## src/bp_pkg.sv

```systemverilog
`default_nettype none

package bp_pkg;

  // core widths
  localparam int XLEN        = 64;
  localparam int INSTR_BYTES = 4;                       // fixed 32-bit instructions

  // cache line geometry
  localparam int LINE_BYTES   = 64;
  localparam int LINE_BITS    = LINE_BYTES * 8;
  localparam int MAX_SLOT_OFF = LINE_BYTES - INSTR_BYTES; // last slot offset in a line

  // fetch group
  localparam int SUPER_SCALAR_WIDTH = 2;
  localparam int SLOT_CNT_W         = $clog2(SUPER_SCALAR_WIDTH + 1);

  // gshare sizing
  localparam int GHR_K     = 4;
  localparam int PHT_N     = 4;
  localparam int PHT_IDX_W = GHR_K + PHT_N;
  localparam int PHT_SIZE  = 1 << PHT_IDX_W;            // 256 counters

  // return stack sizing
  localparam int RAS_DEPTH = 8;
  localparam int RAS_PTR_W = $clog2(RAS_DEPTH);
  localparam int RAS_CNT_W = $clog2(RAS_DEPTH + 1);

  // instruction encodings
  localparam logic [5:0]  OPC_B        = 6'b000101;     // bits 31:26, imm26 below
  localparam logic [5:0]  OPC_BL       = 6'b100101;     // bits 31:26, imm26 below
  localparam logic [10:0] RET_PATTERN  = 11'b11010110010; // bits 31:21
  localparam logic [7:0]  BCOND_PREFIX = 8'b01010100;   // bits 31:24, imm19 in 23:5

  typedef enum logic [2:0] {
    NONE,
    B,
    BL,
    RET,
    BCOND
  } instr_kind_t;

  // predecode view of one slot
  typedef struct packed {
    logic             valid;
    instr_kind_t      kind;
    logic [3:0]       cond;
    logic [XLEN-1:0]  target;   // zero for RET, filled from the stack later
  } slot_info_t;

  // one slot as handed to decode
  typedef struct packed {
    logic             valid;
    instr_kind_t      kind;
    logic [3:0]       cond;
    logic             predict_taken;
    logic [XLEN-1:0]  target;
  } branch_info_t;

  typedef branch_info_t [SUPER_SCALAR_WIDTH-1:0] branch_group_t;

  // branch outcome from execute
  typedef struct packed {
    logic             valid;
    logic             taken;
    logic [XLEN-1:0]  pc;
  } resolve_t;

  // fetch restart from execute
  typedef struct packed {
    logic             valid;
    logic [XLEN-1:0]  pc;
  } redirect_t;

endpackage

`default_nettype wire
```

## src/fetch_sequencer.sv

```systemverilog
`timescale 1ns/1ps
`default_nettype none

module fetch_sequencer
  import bp_pkg::*;
(
  input  logic                                  clk_in,
  input  logic                                  rst_N_in,
  input  logic                                  start,
  input  logic [XLEN-1:0]                       start_pc,
  input  redirect_t                             redirect,
  input  logic                                  line_valid,
  input  logic [LINE_BITS-1:0]                  line_data,
  input  logic                                  fetch_ready,
  input  slot_info_t [SUPER_SCALAR_WIDTH-1:0]   slots,
  input  logic [SUPER_SCALAR_WIDTH-1:0]         predict_taken,
  output logic [XLEN-1:0]                       group_pc,
  output logic [LINE_BITS-1:0]                  group_line,
  output logic                                  line_req,
  output logic [XLEN-1:0]                       line_addr,
  output logic                                  pred_valid,
  output logic [XLEN-1:0]                       pred_pc,
  output branch_group_t                         decode_branches
);

  typedef enum logic [1:0] {
    S_IDLE,   // waiting for start
    S_WAIT,   // one line outstanding
    S_HOLD    // prediction presented, waiting for fetch
  } seq_state_t;

  seq_state_t             state_q, state_d;
  logic                   drop_q, drop_d;          // discard the next returning line
  logic [XLEN-1:0]        redir_pc_q, redir_pc_d;  // pc to fetch once that line is gone
  logic [XLEN-1:0]        group_pc_q;
  logic                   req_d;
  logic [XLEN-1:0]        req_pc;
  logic                   take_line;
  logic                   found;
  logic                   is_end;
  logic                   end_is_bl;
  logic                   end_is_ret;
  logic [XLEN-1:0]        slot_pc;
  logic [XLEN-1:0]        end_pc;
  logic [XLEN-1:0]        end_target;
  logic [XLEN-1:0]        next_pc;
  logic [SLOT_CNT_W-1:0]  n_valid;
  branch_group_t          dec_d;
  logic [XLEN-1:0]        ras_top;

  return_stack ras_i (
    .clk_in    (clk_in),
    .rst_N_in  (rst_N_in),
    .push      (take_line & end_is_bl),
    .pop       (take_line & end_is_ret),
    .push_addr (end_pc + XLEN'(INSTR_BYTES)),     // link address
    .top       (ras_top)
  );

  assign group_pc   = group_pc_q;
  assign group_line = line_data;   // predecoded in the cycle it returns
  assign line_addr  = group_pc_q;
  assign pred_valid = (state_q == S_HOLD);

  // find the ending slot and the next pc
  always_comb begin
    found      = 1'b0;
    is_end     = 1'b0;
    end_is_bl  = 1'b0;
    end_is_ret = 1'b0;
    slot_pc    = group_pc_q;
    end_pc     = group_pc_q;
    end_target = '0;
    n_valid    = '0;
    dec_d      = '0;
    for (int i = 0; i < SUPER_SCALAR_WIDTH; i++) begin
      slot_pc = group_pc_q + XLEN'(INSTR_BYTES * i);
      is_end  = 1'b0;
      if (slots[i].valid && !found) begin       // slots after the end stay invalid
        n_valid              = n_valid + 1'b1;
        dec_d[i].valid       = 1'b1;
        dec_d[i].kind        = slots[i].kind;
        dec_d[i].cond        = slots[i].cond;
        dec_d[i].target      = slots[i].target;
        case (slots[i].kind)
          B, BL: begin
            is_end                 = 1'b1;
            dec_d[i].predict_taken = 1'b1;
          end
          RET: begin
            is_end                 = 1'b1;
            dec_d[i].predict_taken = 1'b1;
            dec_d[i].target        = ras_top;  // zero when the stack is empty
          end
          BCOND: begin
            is_end                 = predict_taken[i];
            dec_d[i].predict_taken = predict_taken[i];
          end
          default: is_end = 1'b0;
        endcase
        if (is_end) begin
          found      = 1'b1;
          end_pc     = slot_pc;
          end_target = dec_d[i].target;
          end_is_bl  = (slots[i].kind == BL);
          end_is_ret = (slots[i].kind == RET);
        end
      end
    end
    next_pc = found ? end_target : group_pc_q + XLEN'({n_valid, 2'b00});
  end

  // request and prediction control
  always_comb begin
    state_d    = state_q;
    drop_d     = drop_q;
    redir_pc_d = redir_pc_q;
    req_d      = 1'b0;
    req_pc     = group_pc_q;
    take_line  = 1'b0;
    case (state_q)
      S_IDLE: begin
        if (redirect.valid) begin
          req_d   = 1'b1;
          req_pc  = redirect.pc;
          state_d = S_WAIT;
        end else if (start) begin
          req_d   = 1'b1;
          req_pc  = start_pc;
          state_d = S_WAIT;
        end
      end
      S_WAIT: begin
        if (line_valid) begin
          if (redirect.valid) begin           // this line is stale, refetch at once
            req_d  = 1'b1;
            req_pc = redirect.pc;
            drop_d = 1'b0;
          end else if (drop_q) begin
            req_d  = 1'b1;
            req_pc = redir_pc_q;
            drop_d = 1'b0;
          end else begin
            take_line = 1'b1;
            state_d   = S_HOLD;
          end
        end else if (redirect.valid) begin
          drop_d     = 1'b1;
          redir_pc_d = redirect.pc;            // a later redirect wins
        end
      end
      S_HOLD: begin
        if (redirect.valid) begin             // pending prediction is dropped
          req_d   = 1'b1;
          req_pc  = redirect.pc;
          state_d = S_WAIT;
        end else if (fetch_ready) begin
          req_d   = 1'b1;
          req_pc  = pred_pc;
          state_d = S_WAIT;
        end
      end
      default: state_d = S_IDLE;
    endcase
  end

  always_ff @(posedge clk_in) begin
    if (rst_N_in) begin
      state_q         <= S_IDLE;
      drop_q          <= 1'b0;
      line_req        <= 1'b0;
      decode_branches <= '0;
    end else begin
      state_q  <= state_d;
      drop_q   <= drop_d;
      line_req <= req_d;                       // one-cycle pulse
      if (take_line) begin
        decode_branches <= dec_d;
      end
    end
  end

  always_ff @(posedge clk_in) begin
    redir_pc_q <= redir_pc_d;
    if (req_d) begin
      group_pc_q <= req_pc;
    end
    if (take_line) begin
      pred_pc <= next_pc;
    end
  end

endmodule

`default_nettype wire

```

## src/return_stack.sv

```systemverilog
`timescale 1ns/1ps
`default_nettype none

module return_stack
  import bp_pkg::*;
(
  input  logic             clk_in,
  input  logic             rst_N_in,
  input  logic             push,
  input  logic             pop,
  input  logic [XLEN-1:0]  push_addr,
  output logic [XLEN-1:0]  top
);

  logic [XLEN-1:0]       mem_q [RAS_DEPTH];
  logic [RAS_PTR_W-1:0]  tos_q;          // points at the top entry
  logic [RAS_PTR_W-1:0]  wr_ptr;
  logic [RAS_CNT_W-1:0]  count_q;        // live entries

  assign wr_ptr = tos_q + 1'b1;          // wraps, so a full stack loses its oldest entry

  always_ff @(posedge clk_in) begin
    if (push) begin
      mem_q[wr_ptr] <= push_addr;
    end
  end

  always_ff @(posedge clk_in) begin
    if (rst_N_in) begin
      tos_q   <= '0;
      count_q <= '0;
    end else if (push) begin
      tos_q <= wr_ptr;
      if (count_q != RAS_CNT_W'(RAS_DEPTH)) begin
        count_q <= count_q + 1'b1;
      end
    end else if (pop && count_q != '0) begin  // pop on empty is ignored
      tos_q   <= tos_q - 1'b1;
      count_q <= count_q - 1'b1;
    end
  end

  assign top = (count_q == '0) ? '0 : mem_q[tos_q];

endmodule

`default_nettype wire

```

## config.mk

```make
export PLATFORM = sky130hd
export DESIGN_NAME = fetch_sequencer
export DESIGN_NICKNAME = d
export VERILOG_FILES = /design/src/bp_pkg.sv /design/src/fetch_sequencer.sv /design/src/return_stack.sv
export SDC_FILE = /design/constraint.sdc
export NUM_CORES = 1
export LEC_CHECK = 0
export BUFFER_PORTS_ARGS = -buffer_cell sky130_fd_sc_hd__buf_2
export CORE_AREA = 3 3 637 639
export DETAILED_ROUTE_END_ITERATION = 10
export DIE_AREA = 0 0 640 642
export PLACE_DENSITY_LB_ADDON = 0.25
export SLEW_MARGIN = 20
export SYNTH_ARGS = -nofsm -noshare
export SYNTH_HDL_FRONTEND = slang
export SYNTH_SLANG_ARGS = --single-unit
```

## constraint.sdc

```tcl
create_clock -name clk_in -period 12.21 [get_ports clk_in]
set_clock_uncertainty 0.1 [all_clocks]
set_input_delay 0.6105 -clock clk_in [delete_from_list [all_inputs] [get_ports clk_in]]
set_output_delay 0.6105 -clock clk_in [all_outputs]
set_load 0.01 [all_outputs]
```

# Word level (Yosys, flattened, before mapping)
# Memories as Yosys holds them, arrays and structs flattened. A register that Yosys moved wholly into a read port is not among the register bits.
# Cells that the tools add are included.
[word_totals] wordCells=133 latch_bits=0 in_bits=792 ff_bits=349 rom_bits=0 memories=1 ramBits=512
[mem_list] memory="ras_i.mem_q" words=8 word_bits=64 rd=1 rd_ports_with_merged_regs=1 wr=1 line="return_stack.sv:15" rtl="logic [XLEN-1:0] mem_q [RAS_DEPTH];"
[classes] n_eq_ne=18 multipliers=0 bitwise_logic=3 n_reduce_logical=16 div=0 magnitude_cmp=0 n_shift=0 mux=69 add_sub_neg=8
[ops] cell="2-to-1 mux 64 bit" n=17
[ops] cell="one-hot mux 64 bit (3 select lines)" n=1
[ops] cell="2-to-1 mux 73 bit" n=2
[ops] cell="adder 64 x 3 -> 64 bit, second input constant" n=2
[ops] cell="adder 64 x 4 -> 64 bit" n=1
[ops] cell="2-to-1 mux 1 bit" n=30
[ops] cell="2-to-1 mux 2 bit" n=8
[ops] cell="equality test 3 x 2 -> 1 bit, second input constant" n=4
[ops] cell="2-to-1 mux 3 bit" n=4
[ops] cell="2-to-1 mux 4 bit" n=3
[ops] cell="inequality test 3 bit, second input constant" n=3
[ops] cell="inequality test 2 bit, second input constant" n=4
[ops] cell="equality test 3 x 1 -> 1 bit, second input constant" n=2
[ops] cell="equality test 3 bit, second input constant" n=2
[ops] cell="one-hot mux 2 bit (3 select lines)" n=1
[ops] cell="AND reduction 6 bit" n=1
[ops] cell="OR reduction 3 bit" n=2
[ops] cell="AND reduction 5 bit" n=1
[ops] cell="adder 4 x 1 -> 4 bit, second input constant" n=1
[ops] cell="logical NOT 4 bit" n=1
[ops] cell="inequality test 4 bit, second input constant" n=1
[ops] cell="one-hot mux 1 bit (2 select lines)" n=2
[ops] cell="AND reduction 2 bit" n=2
[ops] cell="nonzero test 2 bit" n=2
[ops] cell="15 further kinds" n=17

# Logic depth before layout (Yosys ltp)
# Gate-level depths: netlist of run 1.
[logic_depth] ltp_word=17 mapped_depth=18

# By module
# Synthesis of run 1 repeated with hierarchy kept, for this count alone.
[unflattened] cells_unflattened=3674 area_unflattened_um2=44031.0
[by_module_without_submodules] module="fetch_sequencer" n_inst=1 area_each_um2=24349.6 cells_per_inst=2858 seq_area_each_um2=8768.4
[by_module_without_submodules] module="return_stack" n_inst=1 area_each_um2=19681.4 cells_per_inst=816 seq_area_each_um2=15574.9

# Worst setup path after synthesis of run 1
# Ideal clock, no wire load.
[synth_path] kind="input to register" from="in redirect[64] (netlist name)" to="reg group_pc_q[0] (netlist: group_pc[0]), enable pin" arrival_ps=11312 path_slack_ps=-29 setup_time_ps=827 path_stages=5 required_time_ps=11283 cell_sequence="clkbuf_1 > clkbuf_1 > o211ai_1 > o21a_1 > a2111oi_0"
[synth_between] elab_chain_len=4 word_cells_on_any_way=9 cone_classes="eq/ne (3); mux (5); reduce/logical (1)"
[synth_lines] element="from (decl)" line="fetch_sequencer.sv:11" rtl="input redirect_t redirect,"
[synth_lines] element="2-to-1 mux 1 bit" line="fetch_sequencer.sv:135" rtl="if (redirect.valid) begin"
[synth_lines] element="2-to-1 mux 1 bit" line="fetch_sequencer.sv:134" rtl="if (line_valid) begin"
[synth_lines] element="one-hot mux 1 bit (3 select lines)" line="fetch_sequencer.sv:121" rtl="case (state_q)"
[synth_lines] element="AND reduction 6 bit (no line) (*)"
[synth_lines] element="to (signal assigned)" line="fetch_sequencer.sv:186" rtl="group_pc_q <= req_pc;"
[synth_lines] element="to (decl)" line="fetch_sequencer.sv:35" rtl="logic [XLEN-1:0] group_pc_q;"
# Every way passes the cells marked *; elsewhere a longest branch is shown, timed or not.
# A chain may end at the register's enable or synchronous reset.

# Worst setup path after layout of run 1
[layout_path] from="in predict_taken[0]" to="mem ras_i.mem_q[7][56], data pin"
[layout_between] elab_chain_len=8
[layout_lines] element="from (decl)" line="fetch_sequencer.sv:16" rtl="input logic [SUPER_SCALAR_WIDTH-1:0] predict_taken,"
[layout_lines] element="one-hot mux 1 bit (2 select lines)" line="fetch_sequencer.sv:85" rtl="case (slots[i].kind)"
[layout_lines] element="2-to-1 mux 1 bit" line="fetch_sequencer.sv:79" rtl="if (slots[i].valid && !found) begin"
[layout_lines] element="2-to-1 mux 1 bit" line="fetch_sequencer.sv:101" rtl="if (is_end) begin"
[layout_lines] element="2-to-1 mux 1 bit" line="fetch_sequencer.sv:79"
[layout_lines] element="logical NOT 1 bit" line="fetch_sequencer.sv:79"
[layout_lines] element="logical AND 1 bit" line="fetch_sequencer.sv:79"
[layout_lines] element="2-to-1 mux 64 bit" line="fetch_sequencer.sv:79"
[layout_lines] element="adder 64 x 3 -> 64 bit" line="fetch_sequencer.sv:56" rtl=".push_addr (end_pc + XLEN'(INSTR_BYTES)),"
[layout_lines] element="net ras_i.push_addr[56]" line="return_stack.sv:11" rtl="input logic [XLEN-1:0] push_addr,"
[layout_lines] element="to (decl)" line="return_stack.sv:15"
# The timed path passes the listed nets, and every way through them passes these cells. The select of a mux whose other input is x is not followed.

==> metrics, run 1 <==
FFs w/ async S/R, synth 0; Fin. Hold Viols 0; crit-path leading delay family simple AND/OR/NAND/NOR gates; Reg2Reg Depth 9; YS warnings 0; antenna violations before repair 97; Vias 33000; num rows 232; H-tree depth 3; Worst path depth 14; CP max stage cell buf_4; dpl cells 8934; CTS resizes 0; fin. max-slew vios 0; die area 411000 um^2; crit path kind primary input to flip-flop; post-synthesis sequential area ratio 0.558; WP buf/inv 3; top_reg_cell synth edfxtp_1; Total Routing Usage GR 0.188; Worst Tran Pin Value 1.23 ns; Worst setup SP type primary input; crit-path most repeated cell buf_4; core area 400000 um^2; fmax 165 MHz; Crit path largest cell delay 0.70 ns; drt drc 0; Reg2Reg Setup Slack 6.36 ns; total negative slack 0 ns; clk sinks 864; hold_buf cts 33; clock buffers created by TritonCTS 88; syn_nets 4560; setup bufs post-CTS 0; Root Driver clkbuf_16; Initial Util 0.109; Clock transition at path regs 0.07 ns; CP cell instances buf_2 -> nor4bb_1 -> o21a_4 -> buf_4 -> nor2_1 -> o21ai_0 -> ha_1 -> a21boi_0 -> and3_1 -> nand4_1 -> nor3_2 -> buf_4 -> nand4b_1 -> xor2_1; EDFF count, synth 704; fin crit share 0.496; drt total wl 403000 um; critical path arrival 6.32 ns; largest area contributor in the netlist edfxtp_1; DR WL/cell 43.7 um; Die H 642 um; total gr overflow 0; IO Count 1644; Max Cap Viol 0; vias in the first global route 31800; area growth from synthesis to layout 20.4%; Post-Syn Area per Cell 11.6 um^2; top-area cell type share of the netlist area 0.485; Yosys cell types 72; busiest grt layer met2; post-placement worst setup slack 5.52 ns; GR Layer Usage met1 0.144; GR met2 Demand/Resource 0.335; violation count after the first detailed-routing iteration 3729; Slew headroom 0.172; worst-case clock buffer depth 3; Finished Layout Cells 9221; end of the worst register-to-register path ras_i.mem_q[4][43]; first-pass GRT wire length 477000 um; largest net degree at the start of global routing 95; status finished, final reports clean; Final min period 6.06 ns; post-synthesis cell count 3754; crit path to ras_i.mem_q[7][56]; synthesized cell area 43600 um^2; Port Buf Inserts 619; Post-DP HPWL 343000 um; fin worst setup slack 6.15 ns; FF-to-FF Start group_pc[18]; Worst Hold Class primary input to flip-flop; unrepaired setup endpoints after global routing false; share of cells above drive strength 1 0.287; nets@finish 4598; CP endpoint kind flip-flop; top post-synthesis cells by area edfxtp_1 48%, buf_4 10%, dfxtp_1 7.3%; FF+latch count, synth 864; gpl congestion 0.941; Detail Route Antenna Nets 0; crit path from predict_taken[0]; Required @ worst endpoint 12.48 ns; total power 10300 uW; Max IR drop VDD 0.000139 V; global routing met3 resource utilization 0.121; CTS tree built; Final Setup Violations 0; via-per-instance ratio 3.58; First-pass DRT Iterations 5; later-pin clock latency in the skew report 0.72 ns; DIE WIDTH 640 um; Max FO, Critical Path 76; pwr dens 197 nW/um^2; leakage power 0.0164 uW
power breakdown:
group	internal (uW)	switching, uW	total (uW)
Sequential	3770	651	4420
Clock	1520	1310	2830
Combinational	778	2310	3090
Total	6070	4280	10300
placed cells by master, fill, tap and decap left out, types with 33 or more instances in the layout:
| master | count |
|---|---|
| a21oi_1 | 84 |
| nand2_1 | 458 |
| dlygate4sd3_1 | 33 |
| nor2_1 | 251 |
| mux2_2 | 64 |
| mux4_2 | 128 |
| nor3_1 | 39 |
| diode_2 | 90 |
| o21ai_0 | 317 |
| xnor2_1 | 92 |
| clkbuf_16 | 90 |
| edfxtp_1 | 704 |
| xor2_1 | 59 |
| dfxtp_1 | 157 |
| nand4_1 | 50 |
| buf_4 | 106 |
| a22oi_1 | 208 |
| nand3_1 | 42 |
| buf_2 | 618 |
metal layers:
metal / part of all wire / vias up
li1: - / 13300
met5: 0.0042 / -
met1: 0.26 / 16700
met4: 0.084 / 52
met2: 0.50 / 2388
met3: 0.15 / 599
metrics by stage:
stage | hold WS, ns | cell area, um^2 | utilization
3_3_place_gp | 0.349 | 49000 | 0.123
4_1_cts | 0.00353 | 52300 | 0.131
6_report | 0.0432 | 52500 | 0.131
5_1_grt | 0.0113 | 52400 | 0.131
2_1_floorplan | 0.376 | 43600 | -
3_5_place_dp | 0.352 | 49100 | 0.123
cells in the mapped netlist, types with 64 or more instances:
| library cell | n |
|---|---|
| clkbuf_1 | 171 |
| a22oi_1 | 208 |
| buf_4 | 580 |
| mux2_2 | 64 |
| nor2_1 | 258 |
| a21oi_1 | 84 |
| nand2_1 | 458 |
| mux4_2 | 128 |
| edfxtp_1 | 704 |
| dfxtp_1 | 160 |
| o21ai_0 | 346 |
| xnor2_1 | 92 |
flip-flops by register name (all words and copies together) (netlist names), named ones only:
name and flops:
ras_i.tos_q 3, ras_i.mem_q 512, line_req 1, drop_q 1
group_pc 64, redir_pc_q 64, pred_pc 64, ras_i.count_q 4
decode_branches 146, state_q 2
cells by family (layout without fill, tap and decap cells):
| kind of cell | count (synthesis) | after routing | synth area share |
|---|---|---|---|
| simple gates | 1017 | 1017 | 0.107 |
| compound gates | 682 | 682 | 0.0930 |
| fa+ha+maj | 14 | 14 | 0.00436 |
| buf+inv | 827 | 939 | 0.122 |
| mux | 198 | 198 | 0.0840 |
| other cells | 0 | 90 | 0 |
| flops | 864 | 864 | 0.558 |
| xor+xnor | 152 | 152 | 0.0307 |
cell type report:
| class | instances | area, um^2 |
|---|---|---|
| Fill cell | 45000 | 347000 |
| Antenna cell | 90 | 225 |
| Multi-Input combinational cell | 2063 | 14100 |
| Inverter | 15 | 58.8 |
| Clock buffer | 112 | 2360 |
| Clock inverter | 52 | 537 |
| Timing Repair Buffer | 760 | 4280 |
| Sequential cell | 864 | 24400 |
| Tap cell | 5265 | 6590 |
worst min path at each step:
stage                     cells after the start                 from             endpoint
after floorplan                               2  decode_branches[65]  decode_branches[65]
after global placement                        2  decode_branches[64]  decode_branches[64]
after detailed placement                      2  decode_branches[66]  decode_branches[66]
after CTS                                     1         redirect[34]       redir_pc_q[34]
after global routing                          1         redirect[48]       redir_pc_q[48]
final                                         1         redirect[34]       redir_pc_q[34]
(Power assumes the default switching activity.)
==> run 2, diff against run 1 <==
--- a/config.mk
+++ b/config.mk
@@ -5,10 +5,11 @@
 export SDC_FILE = /design/constraint.sdc
 export NUM_CORES = 1
 export LEC_CHECK = 0
+export ABC_AREA = 1
 export BUFFER_PORTS_ARGS = -buffer_cell sky130_fd_sc_hd__buf_2
-export CORE_AREA = 3 3 637 639
+export CORE_AREA = 3 3 646 648
 export DETAILED_ROUTE_END_ITERATION = 10
-export DIE_AREA = 0 0 640 642
+export DIE_AREA = 0 0 649 651
 export PLACE_DENSITY_LB_ADDON = 0.25
 export SLEW_MARGIN = 20
 export SYNTH_ARGS = -nofsm -noshare
==> constraint.sdc (replaced) <==
create_clock -name clk_in -period 5.2 [get_ports clk_in]
set_clock_uncertainty 0.1 [all_clocks]
set_input_delay 0.26 -clock clk_in [delete_from_list [all_inputs] [get_ports clk_in]]
set_output_delay 0.26 -clock clk_in [all_outputs]
set_load 0.01 [all_outputs]
==> run 2 against run 1 <==
  * Combinational power grew to 2.6 times the previous value
  * Largest cell class unchanged
  * Worst hold slack gained 0.010 ns
  * Via count up 24%
  * Count of clock-buffer cells in the layout increased by 37
  * Worst setup slack lost 5.3 ns
  * Wire length rose by 4.8%
  * Sequential share of layout area decreased by 4.4 points
==> metrics, run 2 <==
most frequent cells in the layout 1216 x nand2_1, 704 x edfxtp_1, 618 x buf_2 (was 704 x edfxtp_1, 618 x buf_2, 458 x nand2_1); FF/Latch Area 24400 um^2 (about the same); Max IR drop VDD 0.000429 V (was 0.000139 V); Slew headroom 0.125 (was 0.172); top_reg_cell synth edfxtp_1 (unchanged); clock buffers created by TritonCTS 106 (was 88); total negative slack 0 ns (unchanged); biggest regs ras_i.mem_q x512, decode_branches x146 (unchanged); FFs w/ async S/R, synth 0 (unchanged); Crit path largest cell delay 0.73 ns (was 0.70 ns); Final min period 4.37 ns; IO Count 1644 (unchanged); Post-DP HPWL 361000 um (was 343000 um); area growth from synthesis to layout 26.8% (was 20.4%); CP max stage cell edfxtp_1 (was buf_4); later-pin clock latency in the skew report 0.76 ns (was 0.72 ns); crit-path leading delay family simple AND/OR/NAND/NOR gates (unchanged); drt total wl 422000 um (was 403000 um); First-pass DRT Iterations 6 (was 5); total gr overflow 0 (unchanged); core area 413000 um^2 (was 400000 um^2); Initial Util 0.111 (was 0.109); via-per-instance ratio 3.73 (was 3.58); violation count after the first detailed-routing iteration 5123 (was 3729); status finished, final reports clean (unchanged); share of cells above drive strength 1 0.215 (was 0.287); largest area contributor in the netlist edfxtp_1 (unchanged); count leader, synth nand2_1 (was edfxtp_1); CTS resizes 0 (unchanged); gpl congestion 1.02 (was 0.941); Root Driver clkbuf_16 (unchanged); DIE WIDTH 649 um (was 640 um); unrepaired setup endpoints after global routing false (unchanged); number of flip-flops in the largest register 512 (unchanged); FILL cells 46900 (was 45000); nets@finish 6138 (was 4598); H-tree depth 3 (unchanged); CP cell instances nand2_1 -> nor2_1 -> nand2_1 -> nor2_1 -> nand2_1 -> o21ai_0 -> nand2_1 -> nand2_1 -> nor2_1 -> nand2_1 -> nor2_1 -> nand2_1 -> nor2_1 -> nor2_1 (was buf_2 -> nor4bb_1 -> o21a_4 -> buf_4 -> nor2_1 -> o21ai_0 -> ha_1 -> a21boi_0 -> and3_1 -> nand4_1 -> nor3_2 -> buf_4 -> nand4b_1 -> xor2_1); Biggest register ras_i.mem_q (unchanged); CTS tree built (unchanged); placed inst area 52700 um^2 (was 49100 um^2); Final Setup Violations 0 (unchanged); fin crit share 0.841; critical path arrival 4.71 ns (was 6.32 ns); Total Routing Usage GR 0.191 (was 0.188); Max FO, Critical Path 8 (was 76); Vias 40900 (was 33000); vias in the first global route 38200 (was 31800); Worst Hold Class primary input to flip-flop (unchanged); Worst Tran Pin Value 1.30 ns (was 1.23 ns); drt drc 0 (unchanged); FF+latch count, synth 864 (unchanged); Clock transition at path regs 0.06 ns (was 0.07 ns); Required @ worst endpoint 5.54 ns (was 12.48 ns); Worst setup SP type flip-flop (was primary input); leading cell type in the layout, fill and taps excluded nand2_1 (was edfxtp_1); Post-Syn Area per Cell 9.13 um^2 (was 11.6 um^2); utilization after layout 0.141 (was 0.131); Final Cell Area 58100 um^2 (was 52500 um^2); Fin. Hold Viols 0 (unchanged); Port Buf Inserts 619 (unchanged); setup bufs post-CTS 0 (unchanged); Yosys cell types 44 (was 72); DR WL/cell 38.6 um (was 43.7 um); fin. max-slew vios 0 (unchanged); Detail Route Antenna Nets 0 (unchanged); syn_nets 5824 (was 4560); CP endpoint kind flip-flop (unchanged); YS warnings 0 (unchanged); EDFF count, synth 704 (unchanged); die area 422000 um^2 (was 411000 um^2); leakage power 0.0198 uW (was 0.0164 uW); WP buf/inv 0 (was 3); synthesized cell area 45800 um^2 (was 43600 um^2); Multi-input gate area 15500 um^2 (was 14100 um^2); crit path kind flip-flop to flip-flop (was primary input to flip-flop); first-pass GRT wire length 509000 um (was 477000 um); pwr dens 439 nW/um^2 (was 197 nW/um^2); top post-synthesis cells by area edfxtp_1 46%, nand2_1 10%, buf_4 9.5% (was edfxtp_1 48%, buf_4 10%, dfxtp_1 7.3%); clk sinks 864 (unchanged); worst-case clock buffer depth 3 (unchanged); top-area cell type share of the netlist area 0.462 (was 0.485); Fin Hold WS 0.0536 ns (was 0.0432 ns); fmax 229 MHz; num rows 236 (was 232); post-synthesis sequential area ratio 0.531 (was 0.558); Max Cap Viol 0 (unchanged); post-synthesis cell count 5018 (was 3754); crit-path most repeated cell nand2_1 (was buf_4); largest net degree at the start of global routing 129 (was 95); antenna violations before repair 57 (was 97); top cells by count, synth 1217 x nand2_1, 704 x edfxtp_1, 578 x buf_4, 510 x nor2_1, 386 x o21ai_0 (was 704 x edfxtp_1, 580 x buf_4, 458 x nand2_1, 346 x o21ai_0, 258 x nor2_1); Die H 651 um (was 642 um)
run 2: path summary, 6_finish.rpt:
| check | cells past startpoint | slack [ns] | start | end |
|---|---|---|---|---|
| worst max-delay path | 14 | 0.83 | group_pc[28] | ras_i.mem_q[2][45] |
| worst min-delay path | 6 | 0.05 | slots[100] | decode_branches[101] |
| worst min register to register | 2 | 0.36 | decode_branches[77] | decode_branches[77] |
| worst max register to register | 14 | 0.83 | group_pc[28] | ras_i.mem_q[2][45] |
run 2: what timing repair did:
action	4_1_cts	5_1_grt
setup endpoints to repair	0	0
endpoints found under the hold margin	193	0
hold buffers	174	0
run 2: worst min-delay path, delay by kind of cell:
| family | cells | cell delay, ns |
|---|---|---|
| compound gates | 2 | 0.12 |
| simple gates | 2 | 0.13 |
| buf+inv | 2 | 0.31 |
run 2: metrics by stage:
stage	setup WS (ns)	total power, uW	std cells
global route	0.744	26200	10900
finish	0.826	25500	10900
global placement	0.772	17900	10500
detailed placement	0.838	17800	10500
CTS	0.990	25600	10900
floorplan	0.255	13600	5018
run 2: layer usage:
metal	track usage	wire length, um	up-vias
met5	0.0136	535	-
met4	0.0702	18400	16
met3	0.131	70300	391
met2	0.328	205000	2912
met1	0.176	128000	20200
li1	-	-	17300
run 2: final cells by class:
class	instances	area share
inverter	231	0.0151
antenna	43	0.00185
multi-input combinational	3100	0.266
clock buffer	149	0.0521
tap	5474	0.118
timing repair buffer	1029	0.119
sequential	864	0.419
clock inverter	50	0.00817
run 2: kinds of logic (layout without fill, tap and decap cells):
| group | after synthesis | count (layout) | share of synthesized area |
|---|---|---|---|
| AND/OR/NAND/NOR | 2108 | 2108 | 0.192 |
| buffers and inverters | 1054 | 1459 | 0.135 |
| AO/OA/AOI/OAI | 864 | 864 | 0.114 |
| flip-flops | 864 | 864 | 0.531 |
| multiplexers | 64 | 64 | 0.0140 |
| XOR/XNOR | 50 | 50 | 0.00973 |
| adder cells (fa/ha/maj) | 14 | 14 | 0.00415 |
| other | 0 | 43 | 0 |
run 2: power by group:
| part | switching [uW] | internal (uW) |
|---|---|---|
| Clock | 3170 | 4400 |
| Combinational | 6130 | 1910 |
| Sequential | 1100 | 8770 |
